<file path="config.mk">
export PLATFORM = sky130hd
export DESIGN_NAME = axi_bridge_top
export DESIGN_NICKNAME = d
export VERILOG_FILES = /design/src/logic/axi_bridge_pkg.sv /design/src/logic/read_request_fsm.sv /design/src/logic/read_tracker.sv /design/src/logic/read_return_buffer.sv /design/src/logic/write_channel_fsm.sv /design/src/logic/axi_bridge_top.sv
export SDC_FILE = /design/constraint.sdc
export NUM_CORES = 1
export LEC_CHECK = 0
export BUFFER_PORTS_ARGS = -buffer_cell sky130_fd_sc_hd__buf_2
export CORE_AREA = 2 2 165 167
export CTS_CLUSTER_SIZE = 28
export DETAILED_ROUTE_END_ITERATION = 7
export DIE_AREA = 0 0 167 169
export PLACE_DENSITY_LB_ADDON = 0.2
export RECOVER_POWER = 25
export SLEW_MARGIN = 0
export SYNTH_ARGS = -nofsm -noshare
export SYNTH_HDL_FRONTEND = slang
export SYNTH_SLANG_ARGS = --single-unit
export TNS_END_PERCENT = 100
</file>
<file path="constraint.sdc">
create_clock -name aclk -period 4.7 [get_ports aclk]
set_clock_uncertainty 0.05 [all_clocks]
set_input_delay 0.235 -clock aclk [delete_from_list [all_inputs] [get_ports aclk]]
set_output_delay 0.235 -clock aclk [all_outputs]
set_load 0.05 [all_outputs]
</file>
<file path="src/logic/axi_bridge_pkg.sv">
package axi_bridge_pkg;

    // ******************************
    // bus widths
    localparam int addr_w = 32;
    localparam int data_w = 32;
    localparam int strb_w = 4;
    localparam int id_w   = 4;

    // source ids carried on arid, awid and wid
    localparam logic [id_w-1:0] inst_id = 4'd0;
    localparam logic [id_w-1:0] data_id = 4'd1;

    // ******************************
    // fixed fields, single beat only
    localparam logic [7:0] axi_len    = 8'd0;
    localparam logic [1:0] burst_incr = 2'b01;
    localparam logic [1:0] axi_lock   = 2'b00;
    localparam logic [3:0] axi_cache  = 4'b0000;
    localparam logic [2:0] axi_prot   = 3'b000;
    localparam logic       axi_wlast  = 1'b1;

    // reads in flight
    localparam int               cnt_w           = 4;
    localparam logic [cnt_w-1:0] max_outstanding = 4'd15;

    // ******************************
    // read request fsm, one-hot
    localparam logic [2:0] st_idle = 3'b001;
    localparam logic [2:0] st_req  = 3'b010;
    localparam logic [2:0] st_ack  = 3'b100;

    // write fsm, one-hot
    localparam logic [4:0] st_w_idle = 5'b00001;
    localparam logic [4:0] st_w_req  = 5'b00010;
    localparam logic [4:0] st_w_addr = 5'b00100;
    localparam logic [4:0] st_w_data = 5'b01000;
    localparam logic [4:0] st_w_resp = 5'b10000;

endpackage

</file>
<file path="src/logic/read_request_fsm.sv">
`timescale 1ns/1ps

module read_request_fsm (
    input  logic                              aclk,
    input  logic                              aresetn,
    input  logic                              inst_req,
    input  logic                              inst_wr,
    input  logic [1:0]                        inst_size,
    input  logic [axi_bridge_pkg::addr_w-1:0] inst_addr,
    input  logic                              data_req,
    input  logic                              data_wr,
    input  logic [1:0]                        data_size,
    input  logic [axi_bridge_pkg::addr_w-1:0] data_addr,
    input  logic                              arready,
    input  logic                              rd_full,
    input  logic                              wr_busy,
    input  logic [axi_bridge_pkg::addr_w-1:0] wr_addr,
    output logic [axi_bridge_pkg::id_w-1:0]   arid,
    output logic [axi_bridge_pkg::addr_w-1:0] araddr,
    output logic [2:0]                        arsize,
    output logic                              arvalid,
    output logic                              ar_fire,
    output logic                              inst_addr_ok_rd,
    output logic                              data_addr_ok_rd
);
    import axi_bridge_pkg::*;

    logic [2:0]        state;
    logic [2:0]        state_nxt;
    logic              inst_rd;
    logic              data_rd;
    logic [addr_w-1:0] rd_addr_sel;
    logic              rd_go;

    assign inst_rd     = inst_req & ~inst_wr;
    assign data_rd     = data_req & ~data_wr;
    assign rd_addr_sel = data_rd ? data_addr : inst_addr;

    // hold while tracker is full or the write in flight hits the same word
    assign rd_go = (state == st_idle) & (inst_rd | data_rd) & ~rd_full
                 & ~(wr_busy & (rd_addr_sel == wr_addr));

    always_ff @(posedge aclk) begin
        if (!aresetn) begin
            state <= st_idle;
        end else begin
            state <= state_nxt;
        end
    end

    always_comb begin
        state_nxt = state;
        case (state)
            st_idle: begin
                if (rd_go) begin
                    state_nxt = st_req;
                end
            end
            st_req: begin
                if (ar_fire) begin
                    state_nxt = st_ack;
                end
            end
            default: state_nxt = st_idle;
        endcase
    end

    // data port first
    always_ff @(posedge aclk) begin
        if (rd_go) begin
            arid   <= data_rd ? data_id : inst_id;
            araddr <= rd_addr_sel;
            arsize <= data_rd ? {1'b0, data_size} : {1'b0, inst_size};
        end
    end

    assign arvalid = (state == st_req);
    assign ar_fire = arvalid & arready;

    assign inst_addr_ok_rd = ar_fire & (arid == inst_id);
    assign data_addr_ok_rd = ar_fire & (arid == data_id);

    ar_hold_a: assert property (@(posedge aclk) disable iff (!aresetn)
        arvalid && !arready |=> arvalid && $stable(araddr));

endmodule

</file>
<file path="src/logic/read_tracker.sv">
`timescale 1ns/1ps

module read_tracker (
    input  logic aclk,
    input  logic aresetn,
    input  logic ar_fire,
    input  logic rvalid,
    output logic rready,
    output logic rd_full
);
    import axi_bridge_pkg::*;

    logic [cnt_w-1:0] rd_cnt;
    logic             r_fire;

    assign r_fire = rvalid & rready;

    // both in one cycle leaves the count alone
    always_ff @(posedge aclk) begin
        if (!aresetn) begin
            rd_cnt <= '0;
        end else if (ar_fire & ~r_fire) begin
            rd_cnt <= rd_cnt + 1'b1;
        end else if (r_fire & ~ar_fire) begin
            rd_cnt <= rd_cnt - 1'b1;
        end
    end

    assign rready  = (rd_cnt != '0);
    assign rd_full = (rd_cnt == max_outstanding);

    // a beat with nothing outstanding would take the count below zero
    no_underflow_a: assert property (@(posedge aclk) disable iff (!aresetn)
        rvalid |-> rd_cnt != '0);

endmodule

</file>
<file path="src/logic/read_return_buffer.sv">
`timescale 1ns/1ps

module read_return_buffer (
    input  logic                              aclk,
    input  logic                              aresetn,
    input  logic                              rvalid,
    input  logic                              rready,
    input  logic [axi_bridge_pkg::id_w-1:0]   rid,
    input  logic [axi_bridge_pkg::data_w-1:0] rdata,
    output logic [axi_bridge_pkg::data_w-1:0] inst_rdata,
    output logic                              inst_data_ok_rd,
    output logic [axi_bridge_pkg::data_w-1:0] data_rdata,
    output logic                              data_data_ok_rd
);
    import axi_bridge_pkg::*;

    logic r_fire;
    logic ok_q;
    logic src_data_q;

    assign r_fire = rvalid & rready;

    // ******************************
    // one slot per source, low id bit picks it
    always_ff @(posedge aclk) begin
        if (r_fire) begin
            if (rid[0]) begin
                data_rdata <= rdata;
            end else begin
                inst_rdata <= rdata;
            end
        end
    end

    always_ff @(posedge aclk) begin
        if (r_fire) begin
            src_data_q <= rid[0];
        end
    end

    // pulse one cycle after the beat
    always_ff @(posedge aclk) begin
        if (!aresetn) begin
            ok_q <= 1'b0;
        end else begin
            ok_q <= r_fire;
        end
    end

    assign inst_data_ok_rd = ok_q & ~src_data_q;
    assign data_data_ok_rd = ok_q & src_data_q;

    // only the low id bit is decoded
    id_known_a: assert property (@(posedge aclk) disable iff (!aresetn)
        rvalid |-> (rid == inst_id || rid == data_id));

endmodule

</file>
<file path="src/logic/write_channel_fsm.sv">
`timescale 1ns/1ps

module write_channel_fsm (
    input  logic                              aclk,
    input  logic                              aresetn,
    input  logic                              inst_req,
    input  logic                              inst_wr,
    input  logic [1:0]                        inst_size,
    input  logic [axi_bridge_pkg::strb_w-1:0] inst_wstrb,
    input  logic [axi_bridge_pkg::addr_w-1:0] inst_addr,
    input  logic [axi_bridge_pkg::data_w-1:0] inst_wdata,
    input  logic                              data_req,
    input  logic                              data_wr,
    input  logic [1:0]                        data_size,
    input  logic [axi_bridge_pkg::strb_w-1:0] data_wstrb,
    input  logic [axi_bridge_pkg::addr_w-1:0] data_addr,
    input  logic [axi_bridge_pkg::data_w-1:0] data_wdata,
    input  logic                              awready,
    input  logic                              wready,
    input  logic                              bvalid,
    input  logic [axi_bridge_pkg::id_w-1:0]   bid,
    output logic [axi_bridge_pkg::id_w-1:0]   awid,
    output logic [axi_bridge_pkg::addr_w-1:0] awaddr,
    output logic [2:0]                        awsize,
    output logic                              awvalid,
    output logic [axi_bridge_pkg::id_w-1:0]   wid,
    output logic [axi_bridge_pkg::data_w-1:0] wdata,
    output logic [axi_bridge_pkg::strb_w-1:0] wstrb,
    output logic                              wvalid,
    output logic                              bready,
    output logic                              wr_busy,
    output logic [axi_bridge_pkg::addr_w-1:0] wr_addr,
    output logic                              inst_addr_ok_wr,
    output logic                              data_addr_ok_wr,
    output logic                              inst_data_ok_wr,
    output logic                              data_data_ok_wr
);
    import axi_bridge_pkg::*;

    logic [4:0] state;
    logic [4:0] state_nxt;
    logic       inst_wr_req;
    logic       data_wr_req;
    logic       aw_fire;
    logic       w_fire;
    logic       b_fire;

    assign inst_wr_req = inst_req & inst_wr;
    assign data_wr_req = data_req & data_wr;
    assign aw_fire     = awvalid & awready;
    assign w_fire      = wvalid & wready;
    assign b_fire      = bvalid & bready;

    always_ff @(posedge aclk) begin
        if (!aresetn) begin
            state <= st_w_idle;
        end else begin
            state <= state_nxt;
        end
    end

    // ******************************
    // aw and w go out together, either may land first
    always_comb begin
        state_nxt = state;
        case (state)
            st_w_idle: begin
                if (inst_wr_req | data_wr_req) begin
                    state_nxt = st_w_req;
                end
            end
            st_w_req: begin
                if (aw_fire & w_fire) begin
                    state_nxt = st_w_resp;
                end else if (aw_fire) begin
                    state_nxt = st_w_addr;
                end else if (w_fire) begin
                    state_nxt = st_w_data;
                end
            end
            st_w_addr: begin
                if (w_fire) begin
                    state_nxt = st_w_resp;
                end
            end
            st_w_data: begin
                if (aw_fire) begin
                    state_nxt = st_w_resp;
                end
            end
            st_w_resp: begin
                if (b_fire) begin
                    state_nxt = st_w_idle;
                end
            end
            default: state_nxt = st_w_idle;
        endcase
    end

    // data port first
    always_ff @(posedge aclk) begin
        if (state == st_w_idle) begin
            if (data_wr_req) begin
                awid   <= data_id;
                awaddr <= data_addr;
                awsize <= {1'b0, data_size};
                wid    <= data_id;
                wdata  <= data_wdata;
                wstrb  <= data_wstrb;
            end else if (inst_wr_req) begin
                awid   <= inst_id;
                awaddr <= inst_addr;
                awsize <= {1'b0, inst_size};
                wid    <= inst_id;
                wdata  <= inst_wdata;
                wstrb  <= inst_wstrb;
            end
        end
    end

    assign awvalid = (state == st_w_req) | (state == st_w_data);
    assign wvalid  = (state == st_w_req) | (state == st_w_addr);
    assign bready  = (state == st_w_resp);
    assign wr_busy = (state != st_w_idle);
    assign wr_addr = awaddr;

    assign inst_addr_ok_wr = w_fire & (wid == inst_id);
    assign data_addr_ok_wr = w_fire & (wid == data_id);
    assign inst_data_ok_wr = b_fire & (bid == inst_id);
    assign data_data_ok_wr = b_fire & (bid == data_id);

    // slave answers only the single write in flight
    b_expected_a: assert property (@(posedge aclk) disable iff (!aresetn)
        bvalid |-> state == st_w_resp);

endmodule

</file>
<file path="src/logic/axi_bridge_top.sv">
`timescale 1ns/1ps

module axi_bridge_top (
    input  logic                              aclk,
    input  logic                              aresetn,
    // instruction port
    input  logic                              inst_req,
    input  logic                              inst_wr,
    input  logic [1:0]                        inst_size,
    input  logic [axi_bridge_pkg::strb_w-1:0] inst_wstrb,
    input  logic [axi_bridge_pkg::addr_w-1:0] inst_addr,
    input  logic [axi_bridge_pkg::data_w-1:0] inst_wdata,
    output logic                              inst_addr_ok,
    output logic                              inst_data_ok,
    output logic [axi_bridge_pkg::data_w-1:0] inst_rdata,
    // data port
    input  logic                              data_req,
    input  logic                              data_wr,
    input  logic [1:0]                        data_size,
    input  logic [axi_bridge_pkg::strb_w-1:0] data_wstrb,
    input  logic [axi_bridge_pkg::addr_w-1:0] data_addr,
    input  logic [axi_bridge_pkg::data_w-1:0] data_wdata,
    output logic                              data_addr_ok,
    output logic                              data_data_ok,
    output logic [axi_bridge_pkg::data_w-1:0] data_rdata,
    // read address
    output logic [axi_bridge_pkg::id_w-1:0]   arid,
    output logic [axi_bridge_pkg::addr_w-1:0] araddr,
    output logic [7:0]                        arlen,
    output logic [2:0]                        arsize,
    output logic [1:0]                        arburst,
    output logic [1:0]                        arlock,
    output logic [3:0]                        arcache,
    output logic [2:0]                        arprot,
    output logic                              arvalid,
    input  logic                              arready,
    // read data
    input  logic [axi_bridge_pkg::id_w-1:0]   rid,
    input  logic [axi_bridge_pkg::data_w-1:0] rdata,
    input  logic [1:0]                        rresp,
    input  logic                              rlast,
    input  logic                              rvalid,
    output logic                              rready,
    // write address
    output logic [axi_bridge_pkg::id_w-1:0]   awid,
    output logic [axi_bridge_pkg::addr_w-1:0] awaddr,
    output logic [7:0]                        awlen,
    output logic [2:0]                        awsize,
    output logic [1:0]                        awburst,
    output logic [1:0]                        awlock,
    output logic [3:0]                        awcache,
    output logic [2:0]                        awprot,
    output logic                              awvalid,
    input  logic                              awready,
    // write data
    output logic [axi_bridge_pkg::id_w-1:0]   wid,
    output logic [axi_bridge_pkg::data_w-1:0] wdata,
    output logic [axi_bridge_pkg::strb_w-1:0] wstrb,
    output logic                              wlast,
    output logic                              wvalid,
    input  logic                              wready,
    // write response
    input  logic [axi_bridge_pkg::id_w-1:0]   bid,
    input  logic [1:0]                        bresp,
    input  logic                              bvalid,
    output logic                              bready
);
    import axi_bridge_pkg::*;

    logic              ar_fire;
    logic              rd_full;
    logic              wr_busy;
    logic [addr_w-1:0] wr_addr;
    logic              inst_addr_ok_rd;
    logic              data_addr_ok_rd;
    logic              inst_data_ok_rd;
    logic              data_data_ok_rd;
    logic              inst_addr_ok_wr;
    logic              data_addr_ok_wr;
    logic              inst_data_ok_wr;
    logic              data_data_ok_wr;

    // ******************************
    // read path
    read_request_fsm u_read_request_fsm (.*);

    read_tracker u_read_tracker (.*);

    read_return_buffer u_read_return_buffer (.*);

    // ******************************
    // write path
    write_channel_fsm u_write_channel_fsm (.*);

    // read and write pulses never overlap per port
    assign inst_addr_ok = inst_addr_ok_rd | inst_addr_ok_wr;
    assign data_addr_ok = data_addr_ok_rd | data_addr_ok_wr;
    assign inst_data_ok = inst_data_ok_rd | inst_data_ok_wr;
    assign data_data_ok = data_data_ok_rd | data_data_ok_wr;

    // single beat fields
    assign arlen   = axi_len;
    assign arburst = burst_incr;
    assign arlock  = axi_lock;
    assign arcache = axi_cache;
    assign arprot  = axi_prot;
    assign awlen   = axi_len;
    assign awburst = burst_incr;
    assign awlock  = axi_lock;
    assign awcache = axi_cache;
    assign awprot  = axi_prot;
    assign wlast   = axi_wlast;

endmodule

</file>
==> load_flow_metrics.sql, run 1 <==
INSERT INTO impl_metrics (metric_group, metric, value, unit) VALUES
('run_status', 'run_status', 'complete, but fails checks', ''),
('run_status', 'failing_checks', 'capacitance limit, slew limit', ''),
('logic_synthesis', 'synthArstFlopShare', '0', ''),
('route', 'detail_route.wirelength', '25260', 'um'),
('route', 'iteration_0_drc_markers', '402', ''),
('clock_network', 'cts_tree', 'built', ''),
('clock_network', 'clk_transition_reported_paths', '80', 'ps'),
('sta', 'timing.slew.headroom', '-0.3597', ''),
('sta', 'finalSetupViolations', '0', ''),
('setup_path', 'critical_path_class', 'primary input to flop', ''),
('logic_synthesis', 'synthesis.area', '8387', 'um2'),
('logic_synthesis', 'yosysUniqueCellTypes', '64', ''),
('sta', 'worst-slew-pin-transition', '2039', 'ps'),
('route', 'antenna_left', '0', ''),
('clock_network', 'clock_sink_count', '184', ''),
('sta', 'slew_violations', '74', ''),
('setup_path', 'critical-path-slowest-cell', 'or4_4', ''),
('logic_synthesis', 'synth_edf_count', '171', ''),
('logic_synthesis', 'synth_cells', '609', ''),
('floorplan', 'die_h', '169', 'um'),
('global_routing', 'number_of_global_route_vias_before_repair', '6260', ''),
('global_routing', 'grt_pass1_wl', '36900', 'um'),
('setup_path', 'worstSetupEndpoint', 'u_read_request_fsm.araddr[26]', ''),
('clock_network', 'numCtsBuffers', '17', ''),
('route', 'detail_route.drc_violations', '0', ''),
('sta', 'max_freq', '283.9', 'MHz'),
('final_layout', 'sequential_standard_cell_area', '5395', 'um2'),
('logic_synthesis', 'yosys-top-cells-area', 'edfxtp_1 (61%), mux2_2 (10%), buf_4 (4.7%), nand2_1 (3.4%), dfxtp_1 (3.1%)', ''),
('setup_path', 'r2r_setup_slack', '1560', 'ps'),
('sta', 'period_minus_slack', '3522', 'ps'),
('flow_run', 'cap_viol_max_count', '1', ''),
('sta', 'setup_total_negative_slack', '0', 'ps'),
('setup_path', 'required_time_at_the_worst_slack_endpoint', '4800', 'ps'),
('logic_synthesis', 'yosysTopAreaCellShare', '0.6123', ''),
('placed_design', 'gp_congestion', '0.7853', ''),
('setup_path', 'startpoint_type', 'primary input', ''),
('floorplan', 'fp.dieW', '167', 'um'),
('floorplan', 'io_pins', '426', ''),
('setup_path', 'critical_path.max_stage_delay', '610', 'ps'),
('route', 'dr.pass1.iters', '4', ''),
('logic_synthesis', 'postSynthRegisterBits', '184', ''),
('worst_hold_path', 'worstHoldPathType', 'primary input to flop', ''),
('logic_synthesis', 'yosysWarningCount', '0', ''),
('power_and_ir_drop', 'p_leak', '4.662', 'nW'),
('floorplan', 'die-area', '28220', 'um2'),
('setup_path', 'cp_data_arrival_time', '3620', 'ps'),
('logic_synthesis', 'post-synth-top-count-cell', 'edfxtp_1', ''),
('logic_synthesis', 'ys_seq_area_frac', '0.6433', ''),
('global_routing', 'number_of_antenna_violations_at_the_first_check_in_global_routing', '2', ''),
('logic_synthesis', 'synthFlopType', 'edfxtp_1', ''),
('setup_path', 'rr_startpoint', 'u_write_channel_fsm.awaddr[28]', ''),
('setup_path', 'timing.critical_path.to_type', 'flop', ''),
('setup_path', 'setup.worst_path.start', 'data_wr', ''),
('power_and_ir_drop', 'pwr_density_cell', '515.0', 'nW/um2'),
('setup_path', 'critical_path.max_fanout', '46', ''),
('setup_path', 'worstRegToRegCells', '7', ''),
('global_routing', 'global_route.overflow_total', '0', ''),
('placed_design', 'detailedPlacementHpwl', '18850', 'um'),
('final_layout', 'area_delta_synth_final', '34.54', '%'),
('setup_path', 'r2r_end', 'u_read_request_fsm.araddr[26]', ''),
('global_routing', 'grt_max_degree', '74', ''),
('sta', 'setup_repair_after_global_routing_missed_its_margin', 'no', ''),
('route', 'detailroute.via_count', '6198', ''),
('sta', 'timing.hold.ws', '26.44', 'ps'),
('floorplan', 'start_util', '0.3165', ''),
('clock_network', 'clk_latency', '430', 'ps'),
('final_layout', 'layout-drive-gt1-share', '0.4144', ''),
('global_routing', 'globalRouteTotalUtil', '0.1735', ''),
('power_and_ir_drop', 'vdd_ir_drop_max', '0.0002238', 'V'),
('clock_network', 'clock_tree.root_cell', 'clkbuf_16', ''),
('setup_path', 'path_delay_family', 'simple AND/OR/NAND/NOR gates', '');
==> cells by family after synthesis <==
group | share of synthesized area
xor gates and xnor gates | 0.03327
other | 0.0008955
DFF | 0.6433
muxes | 0.1086
and+or+nand+nor | 0.07429
buffers and inverters | 0.06967
AOI/OAI and AO/OA | 0.06311
adders and majority gates | 0.006863
==> flip-flops by register name (all words and copies together), names as in the netlist <==
register	flops
u_read_request_fsm.araddr	32
u_read_request_fsm.arid	1
u_read_request_fsm.arsize	2
u_read_request_fsm.state	3
u_read_return_buffer.data_rdata	32
u_read_return_buffer.inst_rdata	32
u_read_return_buffer.ok_q	1
u_read_return_buffer.src_data_q	1
u_read_tracker.rd_cnt	4
u_write_channel_fsm.awaddr	32
u_write_channel_fsm.awsize	2
u_write_channel_fsm.state	5
u_write_channel_fsm.wdata	32
u_write_channel_fsm.wid	1
u_write_channel_fsm.wstrb	4
==> metrics by stage <==
step	std cells	instance area (um2)	setup slack, ps	utilization	power, W
global route	1370	11280	979.8	0.4258	0.006067
CTS	1369	11390	1553	0.4297	0.005900
finish	1370	11280	1178	0.4258	0.005811
global placement	1303	10440	1183	0.3940	0.004373
floorplan	657	8567	531.3	-	0.003848
detailed placement	1303	10440	1158	0.3940	0.004379
==> worst register-to-register path, delay by kind of cell, from the launching register on <==
kind                   cells  cell delay, ps
XOR/XNOR                   1             170
AO/OA/AOI/OAI              4            1220
flip-flops                 1             440
buffers and inverters      1             330
AND/OR/NAND/NOR            1             620
==> worst min-delay path by stage <==
stage                       startpoint                             endpoint  slack (ps)  depth (start not counted)
after floorplan               rdata[0]   u_read_return_buffer.data_rdata[0]         280                          0
after CTS                 data_size[0]         u_read_request_fsm.arsize[0]          10                          3
after global placement       rdata[31]  u_read_return_buffer.inst_rdata[31]         370                          1
after global routing      data_size[0]         u_read_request_fsm.arsize[0]          20                          3
after detailed placement     rdata[29]  u_read_return_buffer.inst_rdata[29]         380                          1
final                     data_size[0]         u_read_request_fsm.arsize[0]          30                          3
==> routing by layer <==
layer / global-route usage / part of all wire / routed length [um]
met5: 0 / 0.00063 / 16
met4: 0.04460 / 0.012 / 298
met3: 0.05214 / 0.082 / 2063
met2: 0.3115 / 0.50 / 12670
met1: 0.2023 / 0.40 / 10210
==> placed cells by master, fill, tap and decap left out, types with 17 or more instances in the layout <==
master         count
nand2_1           77
buf_2            301
clkbuf_16         17
clkbuf_1          65
dlygate4sd3_1     34
inv_1             29
conb_1            50
o21ai_0           19
mux2_2            74
edfxtp_1         171
==> layout make-up <==
cell class              count  share of cell area
diodes                      1           0.0002218
clock inverters            15             0.01597
inverters                  30             0.01042
well taps                 341             0.03781
clock buffers              17             0.03770
flip-flops and latches    184              0.4782
repair buffers            408              0.1910
multi-input cells         374              0.2288
==> power breakdown <==
part           switching, W  internal (W)  total, W
combinational       0.00156      0.000472   0.00203
sequential         0.000137       0.00216   0.00230
clock              0.000718      0.000767   0.00148
total               0.00241       0.00340   0.00581
==> timing repair <==
| item | in CTS | in global routing |
|---|---|---|
| gates resized for setup | 0 | 0 |
| setup buffers | 0 | 0 |
| hold endpoints to repair | 66 | 0 |
| hold buffers | 34 | 0 |
| setup endpoints to repair | 0 | 0 |
(Power assumes the default switching activity.)
==> run 2: changes to the inputs <==
- clock period: 4.7 -> 3.6 ns (I/O delays scaled with it)
==> run 2 against run 1 <==
Against the previous run:
- routed wire length fell by 0.22%
- final area rose by 5.1%
- the run still ends with capacitance limit, slew limit left
- final cell count up 4.7%
- non-clock buffer count up 62
- critical path type is now flop to flop
- sequential cell count unchanged
- die area unchanged
- worst hold slack got worse by 8.0 ps
- worst setup slack lost 560 ps
- utilization grew 2.2 points
- global-route usage decreased by 0.18 points
==> load_flow_metrics.sql, run 2 (synthesized netlist as in run 1, its figures left out) <==
INSERT INTO impl_metrics (metric_group, metric, value, unit) VALUES
('run_status', 'run_status', 'complete, but fails checks', ''),
('run_status', 'failing_checks', 'capacitance limit, slew limit', ''),
('final_layout', 'final_common_cell', 'buf_2', ''),
('sta', 'finalSetupViolations', '0', ''),
('final_layout', 'design.final.nets', '1277', ''),
('floorplan', 'die_h', '169', 'um'),
('clock_network', 'clock_tree.root_cell', 'clkbuf_16', ''),
('setup_path', 'worstRegToRegCells', '7', ''),
('sta', 'count_of_final_hold_check_violations', '0', ''),
('worst_hold_path', 'worst_hold_path.num_cells', '2', ''),
('global_routing', 'global_route.overflow_total', '0', ''),
('clock_network', 'numCtsBuffers', '17', ''),
('setup_path', 'required_time_at_the_worst_slack_endpoint', '3720', 'ps'),
('clock_network', 'cts_tree', 'built', ''),
('placed_design', 'detailedPlacementHpwl', '18270', 'um'),
('route', 'antenna_left', '0', ''),
('setup_path', 'number_of_gates_on_the_worst_path_with_buffers_counted', '7', ''),
('clock_network', 'hold_buffers', '92', ''),
('floorplan', 'core', '26500', 'um2'),
('final_layout', 'area_delta_synth_final', '41.37', '%'),
('global_routing', 'number_of_global_route_vias_before_repair', '6407', ''),
('final_layout', 'top_library_cells_by_usage_in_the_layout_fill_and_taps_aside', 'buf_2 (306), edfxtp_1 (171), dlygate4sd3_1 (93), nand2_1 (77), mux2_2 (70)', ''),
('global_routing', 'globalRouteTotalUtil', '0.1718', ''),
('placed_design', 'gp_congestion', '0.7517', ''),
('floorplan', 'start_util', '0.3165', ''),
('sta', 'timing.slew.headroom', '-0.3298', ''),
('sta', 'worst-slew-pin-transition', '1995', 'ps'),
('sta', 'setup_repair_after_global_routing_missed_its_margin', 'no', ''),
('clock_network', 'post_cts.repair.setup_buffers', '0', ''),
('clock_network', 'clk_transition_reported_paths', '80', 'ps'),
('setup_path', 'startpoint_type', 'flop', ''),
('floorplan', 'die-area', '28220', 'um2'),
('setup_path', 'cp.buffers_inverters', '1', ''),
('clock_network', 'cts_resized', '0', ''),
('setup_path', 'critical_path.max_stage_delay', '600', 'ps'),
('sta', 'slew_violations', '74', ''),
('clock_network', 'clk_latency', '430', 'ps'),
('global_routing', 'grt_pass1_wl', '36760', 'um'),
('power_and_ir_drop', 'pwr_density_cell', '634.8', 'nW/um2'),
('route', 'wl_per_cell', '17.56', 'um'),
('route', 'detailroute.via_count', '6432', ''),
('power_and_ir_drop', 'p_leak', '4.907', 'nW'),
('setup_path', 'critical_path.max_fanout', '23', ''),
('final_layout', 'fillers', '2506', ''),
('route', 'detail_route.drc_violations', '0', ''),
('setup_path', 'critical-path-slowest-cell', 'or4_4', ''),
('sta', 'max_freq', '335.1', 'MHz'),
('clock_network', 'clock_tree.htree_level_count', '4', ''),
('clock_network', 'clock_sink_count', '184', ''),
('setup_path', 'critical_path_class', 'flop to flop', ''),
('setup_path', 'timing.critical_path.to_type', 'flop', ''),
('clock_network', 'clockBufferDepth', '2', ''),
('power_and_ir_drop', 'vdd_ir_drop_max', '0.0002664', 'V'),
('setup_path', 'cp_data_arrival_time', '3100', 'ps'),
('sta', 'period_utilisation_layout', '0.8288', ''),
('floorplan', 'io_pins', '426', ''),
('sta', 'period_minus_slack', '2984', 'ps'),
('setup_path', 'path_delay_family', 'compound AO/OA/AOI/OAI gates', ''),
('route', 'vias_per_cell', '4.482', ''),
('floorplan', 'fp-row-count', '60', ''),
('flow_run', 'cap_viol_max_count', '1', ''),
('global_routing', 'grt_max_degree', '74', ''),
('power_and_ir_drop', 'total_power', '0.007526', 'W'),
('sta', 'setup_total_negative_slack', '0', 'ps'),
('global_routing', 'number_of_antenna_violations_at_the_first_check_in_global_routing', '5', ''),
('placed_design', 'buffers_on_ports', '367', ''),
('setup_path', 'worstPathCellList', 'xor2_1, a221o_1, a2111oi_2, o2111ai_1, or4_4, o31a_2, buf_12', ''),
('route', 'iteration_0_drc_markers', '330', ''),
('final_layout', 'multi_input_combinational_cell_area', '2581', 'um2'),
('floorplan', 'fp.dieW', '167', 'um'),
('route', 'dr.pass1.iters', '7', ''),
('final_layout', 'layout-drive-gt1-share', '0.3899', ''),
('route', 'detail_route.wirelength', '25200', 'um'),
('final_layout', 'sequential_standard_cell_area', '5395', 'um2'),
('worst_hold_path', 'worstHoldPathType', 'primary input to flop', '');
[run 2: layout make-up]
class	count	area share
Clock buffer	17	0.03588
Tap cell	341	0.03599
Timing Repair Buffer	470	0.2332
Multi-Input combinational cell	374	0.2177
Clock inverter	15	0.01140
Sequential cell	184	0.4550
Antenna cell	4	0.0008442
Inverter	30	0.009920
[run 2: worst reg2reg max path, cell delays in order (launching register included)]
cell	delay, ps
edfxtp_1	430
xor2_1	170
a221o_1	270
a2111oi_2	270
o2111ai_1	160
or4_4	600
o31a_2	510
buf_12	230
[run 2: per-stage QoR]
| step | area, um2 | hold slack (ps) | setup WS (ps) | utilization | instances |
|---|---|---|---|---|---|
| after floorplan | 8569 | 228.9 | 153.6 | - | 657 |
| after global placement | 10460 | 319.8 | 428.3 | 0.3949 | 1306 |
| after detailed placement | 10460 | 323.7 | 395.5 | 0.3949 | 1306 |
| after CTS | 11950 | 0.1266 | 590.2 | 0.4508 | 1430 |
| after global routing | 11850 | 0.4094 | 448.3 | 0.4471 | 1432 |
| final | 11860 | 18.42 | 616.2 | 0.4474 | 1435 |
[run 2: report_power, final]
group	switching, W	internal, W
clock	0.000909	0.000916
sequential	0.000177	0.00283
combinational	0.00203	0.000664
[run 2: final timing paths]
| check | startpoint | to | slack (ps) |
|---|---|---|---|
| hold / removal | data_wdata[27] | u_write_channel_fsm.wdata[27] | 20 |
| setup reg to reg | u_write_channel_fsm.awaddr[28] | u_read_request_fsm.araddr[0] | 620 |
| setup / recovery | u_write_channel_fsm.awaddr[28] | u_read_request_fsm.araddr[0] | 620 |
| hold reg to reg | u_read_tracker.rd_cnt[3] | u_read_tracker.rd_cnt[3] | 480 |
[run 2: per-layer routing]
metal	up-vias	track usage	share of wire
met3	20	0.05798	0.088
met5	-	0	0.00052
met4	2	0.04873	0.012
li1	3076	-	-
met2	295	0.3153	0.51
met1	3039	0.1886	0.38
